[src/hw/dc2_macros.svh]
`ifndef DC2_MACROS_SVH
`define DC2_MACROS_SVH

// array geometry
`define DC2_NUM_WAYS   2
`define DC2_NUM_BANKS  4

`define DC2_SET_W      6
`define DC2_SETS       (1 << `DC2_SET_W)

`define DC2_BANK_IDX_W 2

// bank word
`define DC2_WORD_W     32
`define DC2_BYTES      4

`endif

[src/hw/dc2_pkg.sv]
`include "dc2_macros.svh"

package dc2_pkg;

  typedef logic [`DC2_SET_W-1:0]                  set_t;
  typedef logic [`DC2_BANK_IDX_W-1:0]             bank_idx_t;
  typedef logic [`DC2_NUM_WAYS-1:0]               way_mask_t; // one-hot
  typedef logic [`DC2_NUM_BANKS-1:0]              bank_mask_t;
  typedef logic [`DC2_BYTES-1:0]                  ben_t;
  typedef logic [`DC2_WORD_W-1:0]                 word_t;
  typedef logic [`DC2_NUM_BANKS*`DC2_WORD_W-1:0]  line_t;     // bank i at word i
  typedef logic [`DC2_NUM_BANKS*`DC2_BYTES-1:0]   ben_vec_t;

  typedef struct packed {
    logic      en;
    logic      odd;
    set_t      set;
    way_mask_t way;
  } rd_req_t;

  typedef struct packed {
    logic       en;
    logic       odd;
    set_t       set;
    way_mask_t  way;
    bank_mask_t bank_en;
    bank_idx_t  begin_bank;
    bank_idx_t  end_bank;
    ben_t       begin_ben;
    ben_t       end_ben;
  } wr_req_t;

  // merged command into the array
  typedef struct packed {
    logic      rd;
    logic      wr;
    logic      odd;
    set_t      set;
    way_mask_t way;
  } arr_cmd_t;

endpackage

[src/hw/dc2_req_stage.sv]
`timescale 1ns/1ps
`include "dc2_macros.svh"

module dc2_req_stage import dc2_pkg::*; (
  input  logic     clk,
  input  logic     rst,
  input  rd_req_t  rd_req,
  input  wr_req_t  wr_req,
  input  line_t    wr_data,
  output arr_cmd_t cmd,
  output ben_vec_t cmd_ben,
  output line_t    cmd_data
);

  ben_vec_t ben_next;
  logic     take_rd;

  // write wins, a colliding read is lost
  assign take_rd = rd_req.en & ~wr_req.en;

  // begin bank first, then end bank, every other enabled bank gets all bytes
  always_comb begin
    for (int b = 0; b < `DC2_NUM_BANKS; b++) begin
      if (!wr_req.bank_en[b]) begin
        ben_next[b*`DC2_BYTES +: `DC2_BYTES] = '0;
      end else if (bank_idx_t'(b) == wr_req.begin_bank) begin
        ben_next[b*`DC2_BYTES +: `DC2_BYTES] = wr_req.begin_ben;
      end else if (bank_idx_t'(b) == wr_req.end_bank) begin
        ben_next[b*`DC2_BYTES +: `DC2_BYTES] = wr_req.end_ben;
      end else begin
        ben_next[b*`DC2_BYTES +: `DC2_BYTES] = '1;
      end
    end
  end

  always_ff @(posedge clk) begin
    if (rst) begin
      cmd.rd <= 1'b0;
      cmd.wr <= 1'b0;
    end else begin
      cmd.rd <= take_rd;
      cmd.wr <= wr_req.en;
    end
    if (wr_req.en) begin
      cmd.odd <= wr_req.odd;
      cmd.set <= wr_req.set;
      cmd.way <= wr_req.way;
    end else begin
      cmd.odd <= rd_req.odd;
      cmd.set <= rd_req.set;
      cmd.way <= rd_req.way;
    end
    cmd_ben  <= ben_next;
    cmd_data <= wr_data;
  end

endmodule

[config.mk]
export PLATFORM = sky130hd
export DESIGN_NAME = dc2_req_stage
export DESIGN_NICKNAME = d
export VERILOG_FILES = /design/src/hw/dc2_pkg.sv /design/src/hw/dc2_req_stage.sv
export VERILOG_INCLUDE_DIRS = /design/src /design/src/hw
export SDC_FILE = /design/constraint.sdc
export NUM_CORES = 1
export LEC_CHECK = 0
export BUFFER_PORTS_ARGS = -buffer_cell sky130_fd_sc_hd__buf_2
export CAP_MARGIN = 0
export CELL_PAD_IN_SITES_DETAIL_PLACEMENT = 0
export CELL_PAD_IN_SITES_GLOBAL_PLACEMENT = 1
export CORE_MARGIN = 8
export CORE_UTILIZATION = 30
export CTS_BUF_LIST = sky130_fd_sc_hd__clkbuf_4 sky130_fd_sc_hd__clkbuf_8
export DETAILED_ROUTE_END_ITERATION = 8
export PLACE_DENSITY = 0.93
export SLEW_MARGIN = 20
export SYNTH_ARGS = -nofsm -noshare
export SYNTH_HDL_FRONTEND = slang
export SYNTH_SLANG_ARGS = --single-unit
export TNS_END_PERCENT = 10
[constraint.sdc]
create_clock -name clk -period 2.55 [get_ports clk]
set_clock_uncertainty 0.05 [all_clocks]
set_input_delay 0.51 -clock clk [delete_from_list [all_inputs] [get_ports clk]]
set_output_delay 0.51 -clock clk [all_outputs]
set_load 0.1 [all_outputs]
# Word-level counts from Yosys, hierarchy flattened
# Cells that the tools add are included.
op_classes:
  muxes: 9
  n_bitwise: 2
  n_reduce_logical: 2
  eq_ne: 6
op_table:
  columns: ["cell", "n"]
  rows:
  - ["4-bit 2-to-1 mux", 8]
  - ["9-bit 2-to-1 mux", 1]
  - ["2-bit == test (first input constant)", 4]
  - ["1-bit by 2-bit == test with 1-bit output (first input constant)", 2]
  - ["2-bit logical NOT", 2]
  - ["1-bit AND", 1]
  - ["1-bit inverter", 1]
word_totals:
  output_inout_bits: 155
  inputBits: 166
  word_cells: 29
  reg_bits: 155

# Depth between registers and ports, before layout
logic_depth:
  depth_word: 3
  depth_mapped: 3
  mapped_depth_nobuf: 2

# Worst setup path before layout
# Ideal clock, no wire load.
synth_path:
  path_kind: "flip-flop to output port"
  start: "register cmd[0] (netlist bit)"
  end: "output cmd[0] (netlist bit)"
  stages_incl_launch_ff: 1
  path_buffers: 0
  setup_slack_ns: 1.081
  required_time_ns: 1.990
  arrival_ns: 0.909
  cell_sequence: "dfxtp_1"
synth_lines:
  columns: ["item", "line", "source"]
  rows:
  - ["start: declaration", "dc2_req_stage.sv:10", "output arr_cmd_t cmd,"]
# No word-level cell between the ends.

# Final worst setup path
layout_path:
  start: "register cmd_data[20]"
  end: "output cmd_data[20]"
layout_lines:
  columns: ["item", "line", "source"]
  rows:
  - ["start: declaration", "dc2_req_stage.sv:12", "output line_t cmd_data"]
  - ["start signal: assignment", "dc2_req_stage.sv:54", "cmd_data <= wr_data;"]
# No word-level cell between the ends.

==> results.json <==
{
  "post_drt_wl_per_cell_um": 18.1,
  "min-delay-start": "wr_data[75]",
  "synth_top_cell_by_area": "dfxtp_1",
  "io_pins": 321,
  "io_buffers": 320,
  "relSlewSlack_pct": 64.8,
  "synth_area_um2": 3580,
  "cts.repair.resized": 0,
  "fin_setup_tns_ns": 0,
  "power.density_nw_per_um2": 999,
  "hp-class": "in -> reg",
  "grt_max_degree": 21,
  "fmax_mhz": 564,
  "crit_path_start_kind": "flop",
  "cts_setup_buffers": 0,
  "worst-path-stages": 1,
  "start_util_pct": 30.3,
  "syn_nets": 377,
  "ys_top_cells_by_area": "dfxtp_1 (87%), o311a_1 (4.5%), mux2_2 (2.8%), or3b_1 (2.0%), nand3b_1 (0.84%)",
  "syn_area_per_cell_um2": 17.0,
  "cts.sinks": 155,
  "fill_cells": 1067,
  "cts_hold_buffers": 0,
  "grt_pass1_vias": 3274,
  "whs_path_depth": 1,
  "cp.arrival_ns": 1.21,
  "grt_overflow_total": 0,
  "drt_iter0_markers": 109,
  "worstPathRequired_ns": 1.99,
  "rows": 40,
  "antenna_left": 0,
  "multi_input_area_um2": 450,
  "antenna_cells": 0,
  "ys_seq_area_share_pct": 86.7,
  "fin_nets": 711,
  "h-tree-depth": 4,
  "place_ws_ns": 1.06,
  "area_growth_pct": 60.2,
  "cts_buffer_depth": 2,
  "clk_pin_slew_ns": 0.08,
  "max-vdd-ir-drop_mv": 0.447,
  "drive_above_1_share_pct": 65.1,
  "setup_violations": 0,
  "die-area_um2": 15700,
  "yosys_warnings": 0,
  "dieHeight_um": 125,
  "vias": 2928,
  "routed_via_density": 4.15,
  "drv_cap": 0,
  "cts_tree": "built",
  "finalCriticalPeriod_ns": 1.77,
  "final_common_cell": "buf_2",
  "synth_seq_cells": 155,
  "syn_inst": 211,
  "tightest_slew_ns": 0.532,
  "ys_types": 16,
  "yosysTopAreaCellShare_pct": 86.7,
  "worstSetupPathType": "reg -> out",
  "rsz0062_at_grt": "no",
  "dp_hpwl_um": 10800,
  "drv_slew": 0,
  "holdPathEnd": "cmd_data[75]$_DFF_P_",
  "critical_path.cell_chain": "buf_2",
  "outcome": "finished, final reports clean",
  "critPathTopFamily": "buffers and inverters",
  "final_cell_mix": "buf_2 (320), dfxtp_1 (155), clkbuf_8 (21)",
  "root_buffer": "clkbuf_8",
  "route.detailed.drc": 0,
  "antenna_found_initial": 0,
  "die_x_um": 125,
  "cp_slowest_cell": "buf_2",
  "cts_made_buffers": 17,
  "drt_first_pass_iters": 4,
  "grt.total_usage_pct": 16.2,
  "p_leak_nw": 2.92,
  "regArea_um2": 3100,
  "hold_viol_final": 0,
  "post-route-period-util_pct": 69.6,
  "fp.coreArea_um2": 11800,
  "finalWirelength_um": 12700,
  "critical_path.max_stage_delay_ns": 0.45,
  "grt_pass1_wl_um": 19300,
  "routabilityCongestion": 0.822,
  "critPathBufInv": 1,
  "path_max_fanout": 1,
  "end_kind": "output pin",
  "fin_ws_ns": 0.776
}
-- through the flow --
step	hold WS (ns)	cell area [um2]	util (%)	power [mW]	instances
3_3_place_gp	0.563	5340	45.2	4.01	673
5_1_grt	0.0695	5740	48.6	5.95	705
2_1_floorplan	0.488	3580	-	3.73	211
3_5_place_dp	0.564	5340	45.2	4.03	673
6_report	0.121	5740	48.6	5.73	705
4_1_cts	0.0723	5740	48.6	5.81	705
-- layer usage --
metal | up-vias | part of all wire (%) | track usage [%]
li1 | 1388 | - | -
met1 | 1339 | 37 | 16.2
met2 | 185 | 50 | 28.1
met3 | 16 | 11 | 8.54
met4 | 0 | 1.8 | 6.38
met5 | - | 0 | 0
-- worst max-delay path by stage --
| stage | startpoint | to | slack (ns) |
|---|---|---|---|
| 3_5_place_dp | wr_req[11] | cmd_ben[8]$_SDFF_PN0_ | 1.06 |
| 6_report | cmd_data[20]$_DFF_P_ | cmd_data[20] | 0.78 |
| 4_1_cts | cmd_data[20]$_DFF_P_ | cmd_data[20] | 0.72 |
| 3_3_place_gp | wr_req[11] | cmd_ben[10]$_SDFF_PN0_ | 1.13 |
| 5_1_grt | cmd_data[26]$_DFF_P_ | cmd_data[26] | 0.70 |
| 2_1_floorplan | cmd[0]$_DFF_P_ | cmd[0] | 1.08 |
-- state kept, by name, indices dropped and copies added, names as in the netlist --
| name | cells |
|---|---|
| cmd_data | 128 |
| cmd | 11 |
| cmd_ben | 16 |
-- cells by family (layout without fill, tap and decap cells) --
family | after synthesis | after routing | synth area share, %
buf+inv | 5 | 352 | 0.769
simple gates | 26 | 26 | 5.28
compound gates | 16 | 16 | 4.47
mux | 9 | 9 | 2.83
flops | 155 | 155 | 86.7
-- area by class of cell --
cell class / count / area share [%]
multi-input cells: 51 / 7.85
clock inverters: 11 / 1.88
flip-flops and latches: 155 / 54.1
well taps: 147 / 3.21
clock buffers: 21 / 5.04
repair buffers: 320 / 27.9
-- power breakdown --
group | switching, mW | internal [mW] | leakage, nW
Sequential | 0.0326 | 2.56 | 1.31
Combinational | 1.16 | 0.211 | 1.41
Clock | 0.874 | 0.888 | 0.204
-- cell usage after synthesis --
library cell and count:
buf_2 4, and2_4 1, buf_4 1, or2_1 1
nor2_1 1, dfxtp_1 155, nand2_1 1, nor3b_1 1
o311a_1 16, nor2b_1 2, nand3b_1 4, or3_1 4
nand2b_1 2, or3b_1 8, nor2b_2 1, mux2_2 9
(Power assumes the default switching activity.)
