File: src/hw/dc2_macros.svh
`ifndef DC2_MACROS_SVH
`define DC2_MACROS_SVH

// array geometry
`define DC2_NUM_WAYS   2
`define DC2_NUM_BANKS  4

`define DC2_SET_W      6
`define DC2_SETS       (1 << `DC2_SET_W)

`define DC2_BANK_IDX_W 2

// bank word
`define DC2_WORD_W     32
`define DC2_BYTES      4

`endif

File: src/hw/dc2_pkg.sv
`include "dc2_macros.svh"

package dc2_pkg;

  typedef logic [`DC2_SET_W-1:0]                  set_t;
  typedef logic [`DC2_BANK_IDX_W-1:0]             bank_idx_t;
  typedef logic [`DC2_NUM_WAYS-1:0]               way_mask_t; // one-hot
  typedef logic [`DC2_NUM_BANKS-1:0]              bank_mask_t;
  typedef logic [`DC2_BYTES-1:0]                  ben_t;
  typedef logic [`DC2_WORD_W-1:0]                 word_t;
  typedef logic [`DC2_NUM_BANKS*`DC2_WORD_W-1:0]  line_t;     // bank i at word i
  typedef logic [`DC2_NUM_BANKS*`DC2_BYTES-1:0]   ben_vec_t;

  typedef struct packed {
    logic      en;
    logic      odd;
    set_t      set;
    way_mask_t way;
  } rd_req_t;

  typedef struct packed {
    logic       en;
    logic       odd;
    set_t       set;
    way_mask_t  way;
    bank_mask_t bank_en;
    bank_idx_t  begin_bank;
    bank_idx_t  end_bank;
    ben_t       begin_ben;
    ben_t       end_ben;
  } wr_req_t;

  // merged command into the array
  typedef struct packed {
    logic      rd;
    logic      wr;
    logic      odd;
    set_t      set;
    way_mask_t way;
  } arr_cmd_t;

endpackage

File: src/hw/dc2_bank.sv
`timescale 1ns/1ps
`include "dc2_macros.svh"

module dc2_bank import dc2_pkg::*; #(
  parameter int WAY  = 0,
  parameter int BANK = 0
) (
  input  logic     clk,
  input  logic     rst,
  input  arr_cmd_t cmd,
  input  ben_t     ben,
  input  word_t    wr_word,
  output word_t    rd_word,
  output logic     rd_hit
);

  logic  hit;
  logic  en_even, en_odd;
  logic  wen_even, wen_odd;
  logic  rd_hit_q;
  logic  odd_q;
  word_t rdata_even, rdata_odd;

  assign hit = cmd.way[WAY];

  assign en_even  = (cmd.rd | cmd.wr) & ~cmd.odd;
  assign en_odd   = (cmd.rd | cmd.wr) & cmd.odd;
  assign wen_even = cmd.wr & hit & ~cmd.odd & (|ben);
  assign wen_odd  = cmd.wr & hit & cmd.odd & (|ben);

  dc2_word_ram ram_even_i (
    .clk   (clk),
    .rst   (rst),
    .en    (en_even),
    .set   (cmd.set),
    .wen   (wen_even),
    .ben   (ben),
    .wdata (wr_word),
    .rdata (rdata_even)
  );

  dc2_word_ram ram_odd_i (
    .clk   (clk),
    .rst   (rst),
    .en    (en_odd),
    .set   (cmd.set),
    .wen   (wen_odd),
    .ben   (ben),
    .wdata (wr_word),
    .rdata (rdata_odd)
  );

  always_ff @(posedge clk) begin
    if (rst) begin
      rd_hit_q <= 1'b0;
      odd_q    <= 1'b0;
    end else begin
      rd_hit_q <= cmd.rd & hit;
      odd_q    <= cmd.odd;
    end
  end

  // unselected ways give zero so the line can be ORed
  assign rd_word = rd_hit_q ? (odd_q ? rdata_odd : rdata_even) : '0;

  // way hit comes out of bank 0 only
  assign rd_hit = (BANK == 0) ? rd_hit_q : 1'b0;

endmodule

File: src/hw/dc2_word_ram.sv
`timescale 1ns/1ps
`include "dc2_macros.svh"

module dc2_word_ram import dc2_pkg::*; (
  input  logic  clk,
  input  logic  rst,
  input  logic  en,
  input  set_t  set,
  input  logic  wen,
  input  ben_t  ben,
  input  word_t wdata,
  output word_t rdata
);

  word_t mem [0:`DC2_SETS-1];
  set_t  addr_q;  // shared read/write address
  logic  wen_q;
  ben_t  ben_q;
  word_t wdata_q;
  word_t merged;

  // read sees the previous edge's write, so write-first
  assign rdata = mem[addr_q];

  always_comb begin
    merged = rdata;
    for (int i = 0; i < `DC2_BYTES; i++) begin
      if (ben_q[i]) merged[i*8 +: 8] = wdata_q[i*8 +: 8];
    end
  end

  always_ff @(posedge clk) begin
    if (rst) begin
      addr_q <= '0;
      wen_q  <= 1'b0;
    end else begin
      if (en) addr_q <= set;  // held otherwise
      wen_q <= en & wen;
    end
    ben_q   <= ben;
    wdata_q <= wdata;
  end

  // second half of the read-modify-write
  always_ff @(posedge clk) begin
    if (wen_q) mem[addr_q] <= merged;
  end

endmodule

File: config.mk
export PLATFORM = sky130hd
export DESIGN_NAME = dc2_bank
export DESIGN_NICKNAME = d
export VERILOG_FILES = /design/src/hw/dc2_pkg.sv /design/src/hw/dc2_bank.sv /design/src/hw/dc2_word_ram.sv
export VERILOG_INCLUDE_DIRS = /design/src /design/src/hw
export SDC_FILE = /design/constraint.sdc
export NUM_CORES = 2
export LEC_CHECK = 0
export BUFFER_PORTS_ARGS = -buffer_cell sky130_fd_sc_hd__buf_2
export CAP_MARGIN = 0
export CORE_ASPECT_RATIO = 1.75
export CORE_MARGIN = 5
export CORE_UTILIZATION = 55
export DETAILED_ROUTE_END_ITERATION = 10
export GPL_TIMING_DRIVEN = 0
export PLACE_DENSITY = 0.73
export SYNTH_ARGS = -nofsm -noshare
export SYNTH_HDL_FRONTEND = slang
export SYNTH_SLANG_ARGS = --single-unit
File: constraint.sdc
create_clock -name clk -period 6.71 [get_ports clk]
set_clock_uncertainty 0.05 [all_clocks]
set_input_delay 0.3355 -clock clk [delete_from_list [all_inputs] [get_ports clk]]
set_output_delay 0.3355 -clock clk [all_outputs]
set_load 0.03 [all_outputs]
== Word-level counts from Yosys, hierarchy flattened ==
Memory sizes are Yosys's and may differ from the RTL's. A register that Yosys moved wholly into a read port is not among the register bits.
Cells that the tools add are included.
Cells by class
  reduce and logical (&&, ||, !) cells: 1
  multiplexer cells: 18
  bitwise gates (word level): 12
Operators with widths (number)
  $mux W32: 2
  $mux W8: 8
  $mux W6: 4
  $and A1 B1 Y1: 10
  $mux W1: 4
  $reduce_or A4 Y1: 1
  $not A1 Y1: 1
  $or A1 B1 Y1: 1
Storage, ports and cells
  flip-flop bits (word level): 52
  memories kept: 2
  logic and storage cells: 41
  memory bits (writable): 4096
  input bits: 49
Memories
  ram_even_i.mem: depth 64, width 32, read ports 1, clocked after memory_dff 1, write ports 1, RTL line dc2_word_ram.sv:15  | word_t mem [0:`DC2_SETS-1];
  ram_odd_i.mem: depth 64, width 32, read ports 1, clocked after memory_dff 1, write ports 1, RTL line dc2_word_ram.sv:15

== Longest topological paths before layout ==
  depth after elaboration: 4
  mapped depth: 10
  gate-level depth less buffers: 6

== Cells and area by module ==
A second synthesis with hierarchy kept.
Unflattened totals
  cell total of the unflattened synthesis: 7751
  area, all modules: 160634.1 µm²
By module, submodules not included
  dc2_word_ram: times used 2, cells an instance 3834, area each 79970.4 µm²
  dc2_bank: times used 1, cells an instance 83, area each 693.2 µm²

== Least setup slack after synthesis ==
No wires, ideal clock.
  path kind: reg-to-reg
  from: register with a tool-made name
  to: memory ram_odd_i.mem[0][31] (netlist bit) (data pin)
  clock period less this slack: 4.833 ns
  arrival time: 4.082 ns
  stages on the path, launching flop included: 10
  path buffers: 4
  library setup time: 0.702 ns
  path slack: 1.877 ns
  path through: dfxtp_1 -> buf_2 -> buf_6 -> clkbuf_1 -> buf_2 -> mux4_2 -> a22oi_1 -> a21oi_1 -> nor4_2 -> o21ai_0
RTL lines (RTL line)
  end: declaration: dc2_word_ram.sv:15

==> flow_summary_export.csv <==
group,metric,value,unit
clock_tree,cts_root_buf,"clkbuf_16",
sta,grt_setup_unrepaired,"no",
clock_tree,h-tree-depth,5,
sta,worst_slack,-219.0,ps
setup_path,cpMaxStageDelayCell,"clkbuf_1",
setup_path,crit_path_cell_trace,"buf_2 -> nor2_2 -> buf_16 -> clkbuf_1 -> clkbuf_1 -> a22oi_1 -> a21oi_1 -> nor4_1 -> o22ai_1 -> buf_2",
clock_tree,clk_path_buf_depth,4,
floorplan,fp.dieW,414.2,um
power_and_ir_drop,p_per_area,300.4,mW/mm^2
global_routing,grt_pass1_wl,625.7,mm
sta,setup_violations,5,
setup_path,timing.critical_path.buf_inv,5,
setup_path,rr_endpoint,"ram_odd_i.mem[60][6]",
power_and_ir_drop,p_clk_frac,0.390,
synthesis,synth_top_area_share,0.7823,
global_routing,overflow,0,
power_and_ir_drop,ir_worst_vdd,0.2373,mV
setup_path,r2r_setup_slack,810,ps
placed_design,dp_slack,642.3,ps
power_and_ir_drop,p_seq_frac,0.535,
route,drc,0,
global_routing,grt_usage,0.3034,
placed_design,finalWeightedCongestion,1.035,
synthesis,postSynthCellCount,6834,
setup_path,cp-end-kind,"primary output",
cells_and_area,final_area,0.1817,mm^2
placed_design,dpl-instance-area,0.1690,mm^2
setup_path,path_depth,10,
synthesis,ys_seq_area_frac,0.7904,
synthesis,yosysUniqueCellTypes,47,
outcome,status,"finished with violations",
route,dr.pass1.iters,6,
setup_path,start_kind,"flip-flop",
power_and_ir_drop,p_int,42390,uW
setup_path,worstPathRequired,6320,ps
clock_tree,cts_inserted_buffers,360,
global_routing,grt_pass1_vias,80400,
sta,clock.fmax,144.3,MHz
clock_tree,clk_pin_slew,80,ps
sta,post-route-period-util,1.033,
route,via_per_inst,6.644,
synthesis,synthArstFlopShare,0,
power_and_ir_drop,p_sw,12200,uW
sta,relSlewSlack,-0.09517,
flow_run,cap_violations,8,
floorplan,coreArea,0.2845,mm^2
route,drtIter0Drc,10070,
synthesis,avgSynthCellArea,23.01,um^2
route,wl_per_cell,38.70,um
synthesis,yosysWarningCount,0,
power_and_ir_drop,p_sw_frac,0.2234,
outcome,failed_checks,"max-capacitance violations, max-slew violations, negative setup slack",
sta,final-hold-violation-count,0,
route,dr_total_vias,77510,
synthesis,synth_fp_nets,6883,
cells_and_area,syn_to_final_growth,15.59,%
placed_design,numPortBuffers,80,
global_routing,grt_antenna_before_repair,13,
cells_and_area,drive_above_1_share,0.2904,
setup_path,path_delay_family,"buffers and inverters",
sta,worst-slew-pin-transition,1628,ps
sta,drv_slew,15,
synthesis,ys_top_cells_by_area,"edfxtp_1 78%, mux4_2 15%, a22oi_1 2.4%",
sta,period_minus_slack,6929,ps
clock_tree,clock_latency,920,ps
cells_and_area,layout_commonest_cell,"edfxtp_1",
route,ant_nets,0,
setup_path,critical_path_class,"flip-flop to primary output",
floorplan,die_area,0.2971,mm^2
power_and_ir_drop,power.leakage,0.05549,uW
setup_path,r2r_cells,10,
cells_and_area,final_net_count,7638,
cells_and_area,nFillCells,18320,
hold_path,hold_path.class,"input port to flip-flop",
power_and_ir_drop,comb_power_share,0.076,
synthesis,synth_edf_count,4096,
floorplan,dieHeight,717.3,um
hold_path,min_to,"ram_odd_i.ben_q[0]",
global_routing,grt_max_degree,65,
floorplan,rows,259,
floorplan,initial_core_util,0.5526,
placed_design,dp_hpwl,319.8,mm
synthesis,syn_area,0.1572,mm^2
setup_path,slowest_delay,1090,ps
clock_tree,cts_num_sinks,4160,
cells_and_area,utilization,0.6388,
synthesis,synth_ff_type,"edfxtp_1",
synthesis,synth-seq-cells,4160,
floorplan,ios,82,
synthesis,synth_top_area_cell,"edfxtp_1",
hold_path,whs_path_depth,2,
route,wirelength,451.5,mm
setup_path,arrival,6540,ps
clock_tree,cts_tree,"done",
cells_and_area,layout_common_cells,"4096 x edfxtp_1, 1021 x mux4_2, 498 x a22oi_1",
setup_path,cp_max_fo,10,
clock_tree,cts_setup_buffers,0,
hold_path,hp-start,"ben[0]",
==> flip-flops by register name, summed over array words and instances (netlist names), named ones only <==
name / flops
ram_even_i.addr_q: 6
ram_odd_i.wen_q: 1
odd_q: 1
ram_odd_i.mem: 2048
ram_odd_i.addr_q: 6
rd_hit: 1
ram_even_i.mem: 2048
ram_even_i.wen_q: 1
ram_odd_i.wdata_q: 32
ram_odd_i.ben_q: 4
==> through the flow <==
step	total power [uW]	cells	TNS, ps	hold slack [ps]
4_1_cts	54710	11660	0	3.648
6_report	54590	11670	-577.8	58.69
5_1_grt	55940	11660	0	57.27
3_3_place_gp	33420	10700	-9957860	390.7
2_1_floorplan	31700	6834	0	313.2
3_5_place_dp	33780	10930	0	389.1
==> power groups by stage <==
stage               sequential (uW)  combinational [uW]  clock, uW
floorplan                     29800                1880          0
global placement              30000                3420          0
detailed placement            29800                4030          0
CTS                           29200                4080      21400
global route                  29200                4220      22500
finish                        29200                4130      21300
==> metal layers <==
layer	up-vias	track usage	part of all wire
met1	41200	0.3346	0.31
met3	1118	0.05186	0.073
met5	-	0	0.000089
met2	4289	0.5208	0.51
met4	6	0.2457	0.10
li1	30900	-	-
==> area by class of cell <==
cell class / count / area [um^2] / share of cell area
clock inverter: 217 / 2302 / 0.01267
buffer: 398 / 2074 / 0.01141
timing repair buffer: 394 / 6181 / 0.03401
multi-input combinational: 2273 / 32560 / 0.1791
antenna: 8 / 20.02 / 0.0001101
inverter: 2 / 7.507 / 0.00004131
clock buffer: 431 / 9594 / 0.05279
sequential: 4160 / 124300 / 0.6838
tap: 3784 / 4735 / 0.02605
==> cells in the mapped netlist, drive strengths merged (3+ instances only) <==
cell type and n:
edfxtp 4096, mux4 1021, a22oi 498, buf 234
clkbuf 165, nand2 156, nor2 145, a21oi 132
o21ai 66, dfxtp 64, a211oi 33, a21boi 31
a22o 31, nor4 31, o22ai 31, mux2i 16
nor2b 16, nand3 12, nor3 8, nand2b 7
nand3b 7, mux2 6, and2 3
==> timing repair <==
action | 4_1_cts | 5_1_grt
hold buffers | 82 | 0
hold endpoints to repair | 64 | 0
gates resized for setup | 2 | 2
pin swaps | 0 | 0
setup endpoints to repair | 9 | 3
==> how the worst max path moves through the flow <==
stage               from                   end  slack, ps
6_report       flip-flop           rd_word[21]       -220
5_1_grt        flip-flop           rd_word[22]         20
4_1_cts        flip-flop           rd_word[19]         60
3_5_place_dp   flip-flop           rd_word[19]        640
3_3_place_gp   flip-flop  ram_odd_i.mem[2][18]      -4450
2_1_floorplan  flip-flop  ram_odd_i.mem[0][31]       1880
==> cells by family (layout without fill, tap and decap cells) <==
| kind of cell | after synthesis | after routing | synth area share |
|---|---|---|---|
| mux | 1043 | 1043 | 0.1477 |
| buf+inv | 401 | 1442 | 0.01319 |
| compound gates | 833 | 833 | 0.03766 |
| other cells | 0 | 8 | 0 |
| flops | 4160 | 4160 | 0.7904 |
| simple gates | 397 | 397 | 0.01103 |
Power figures use the tool's default switching activity.
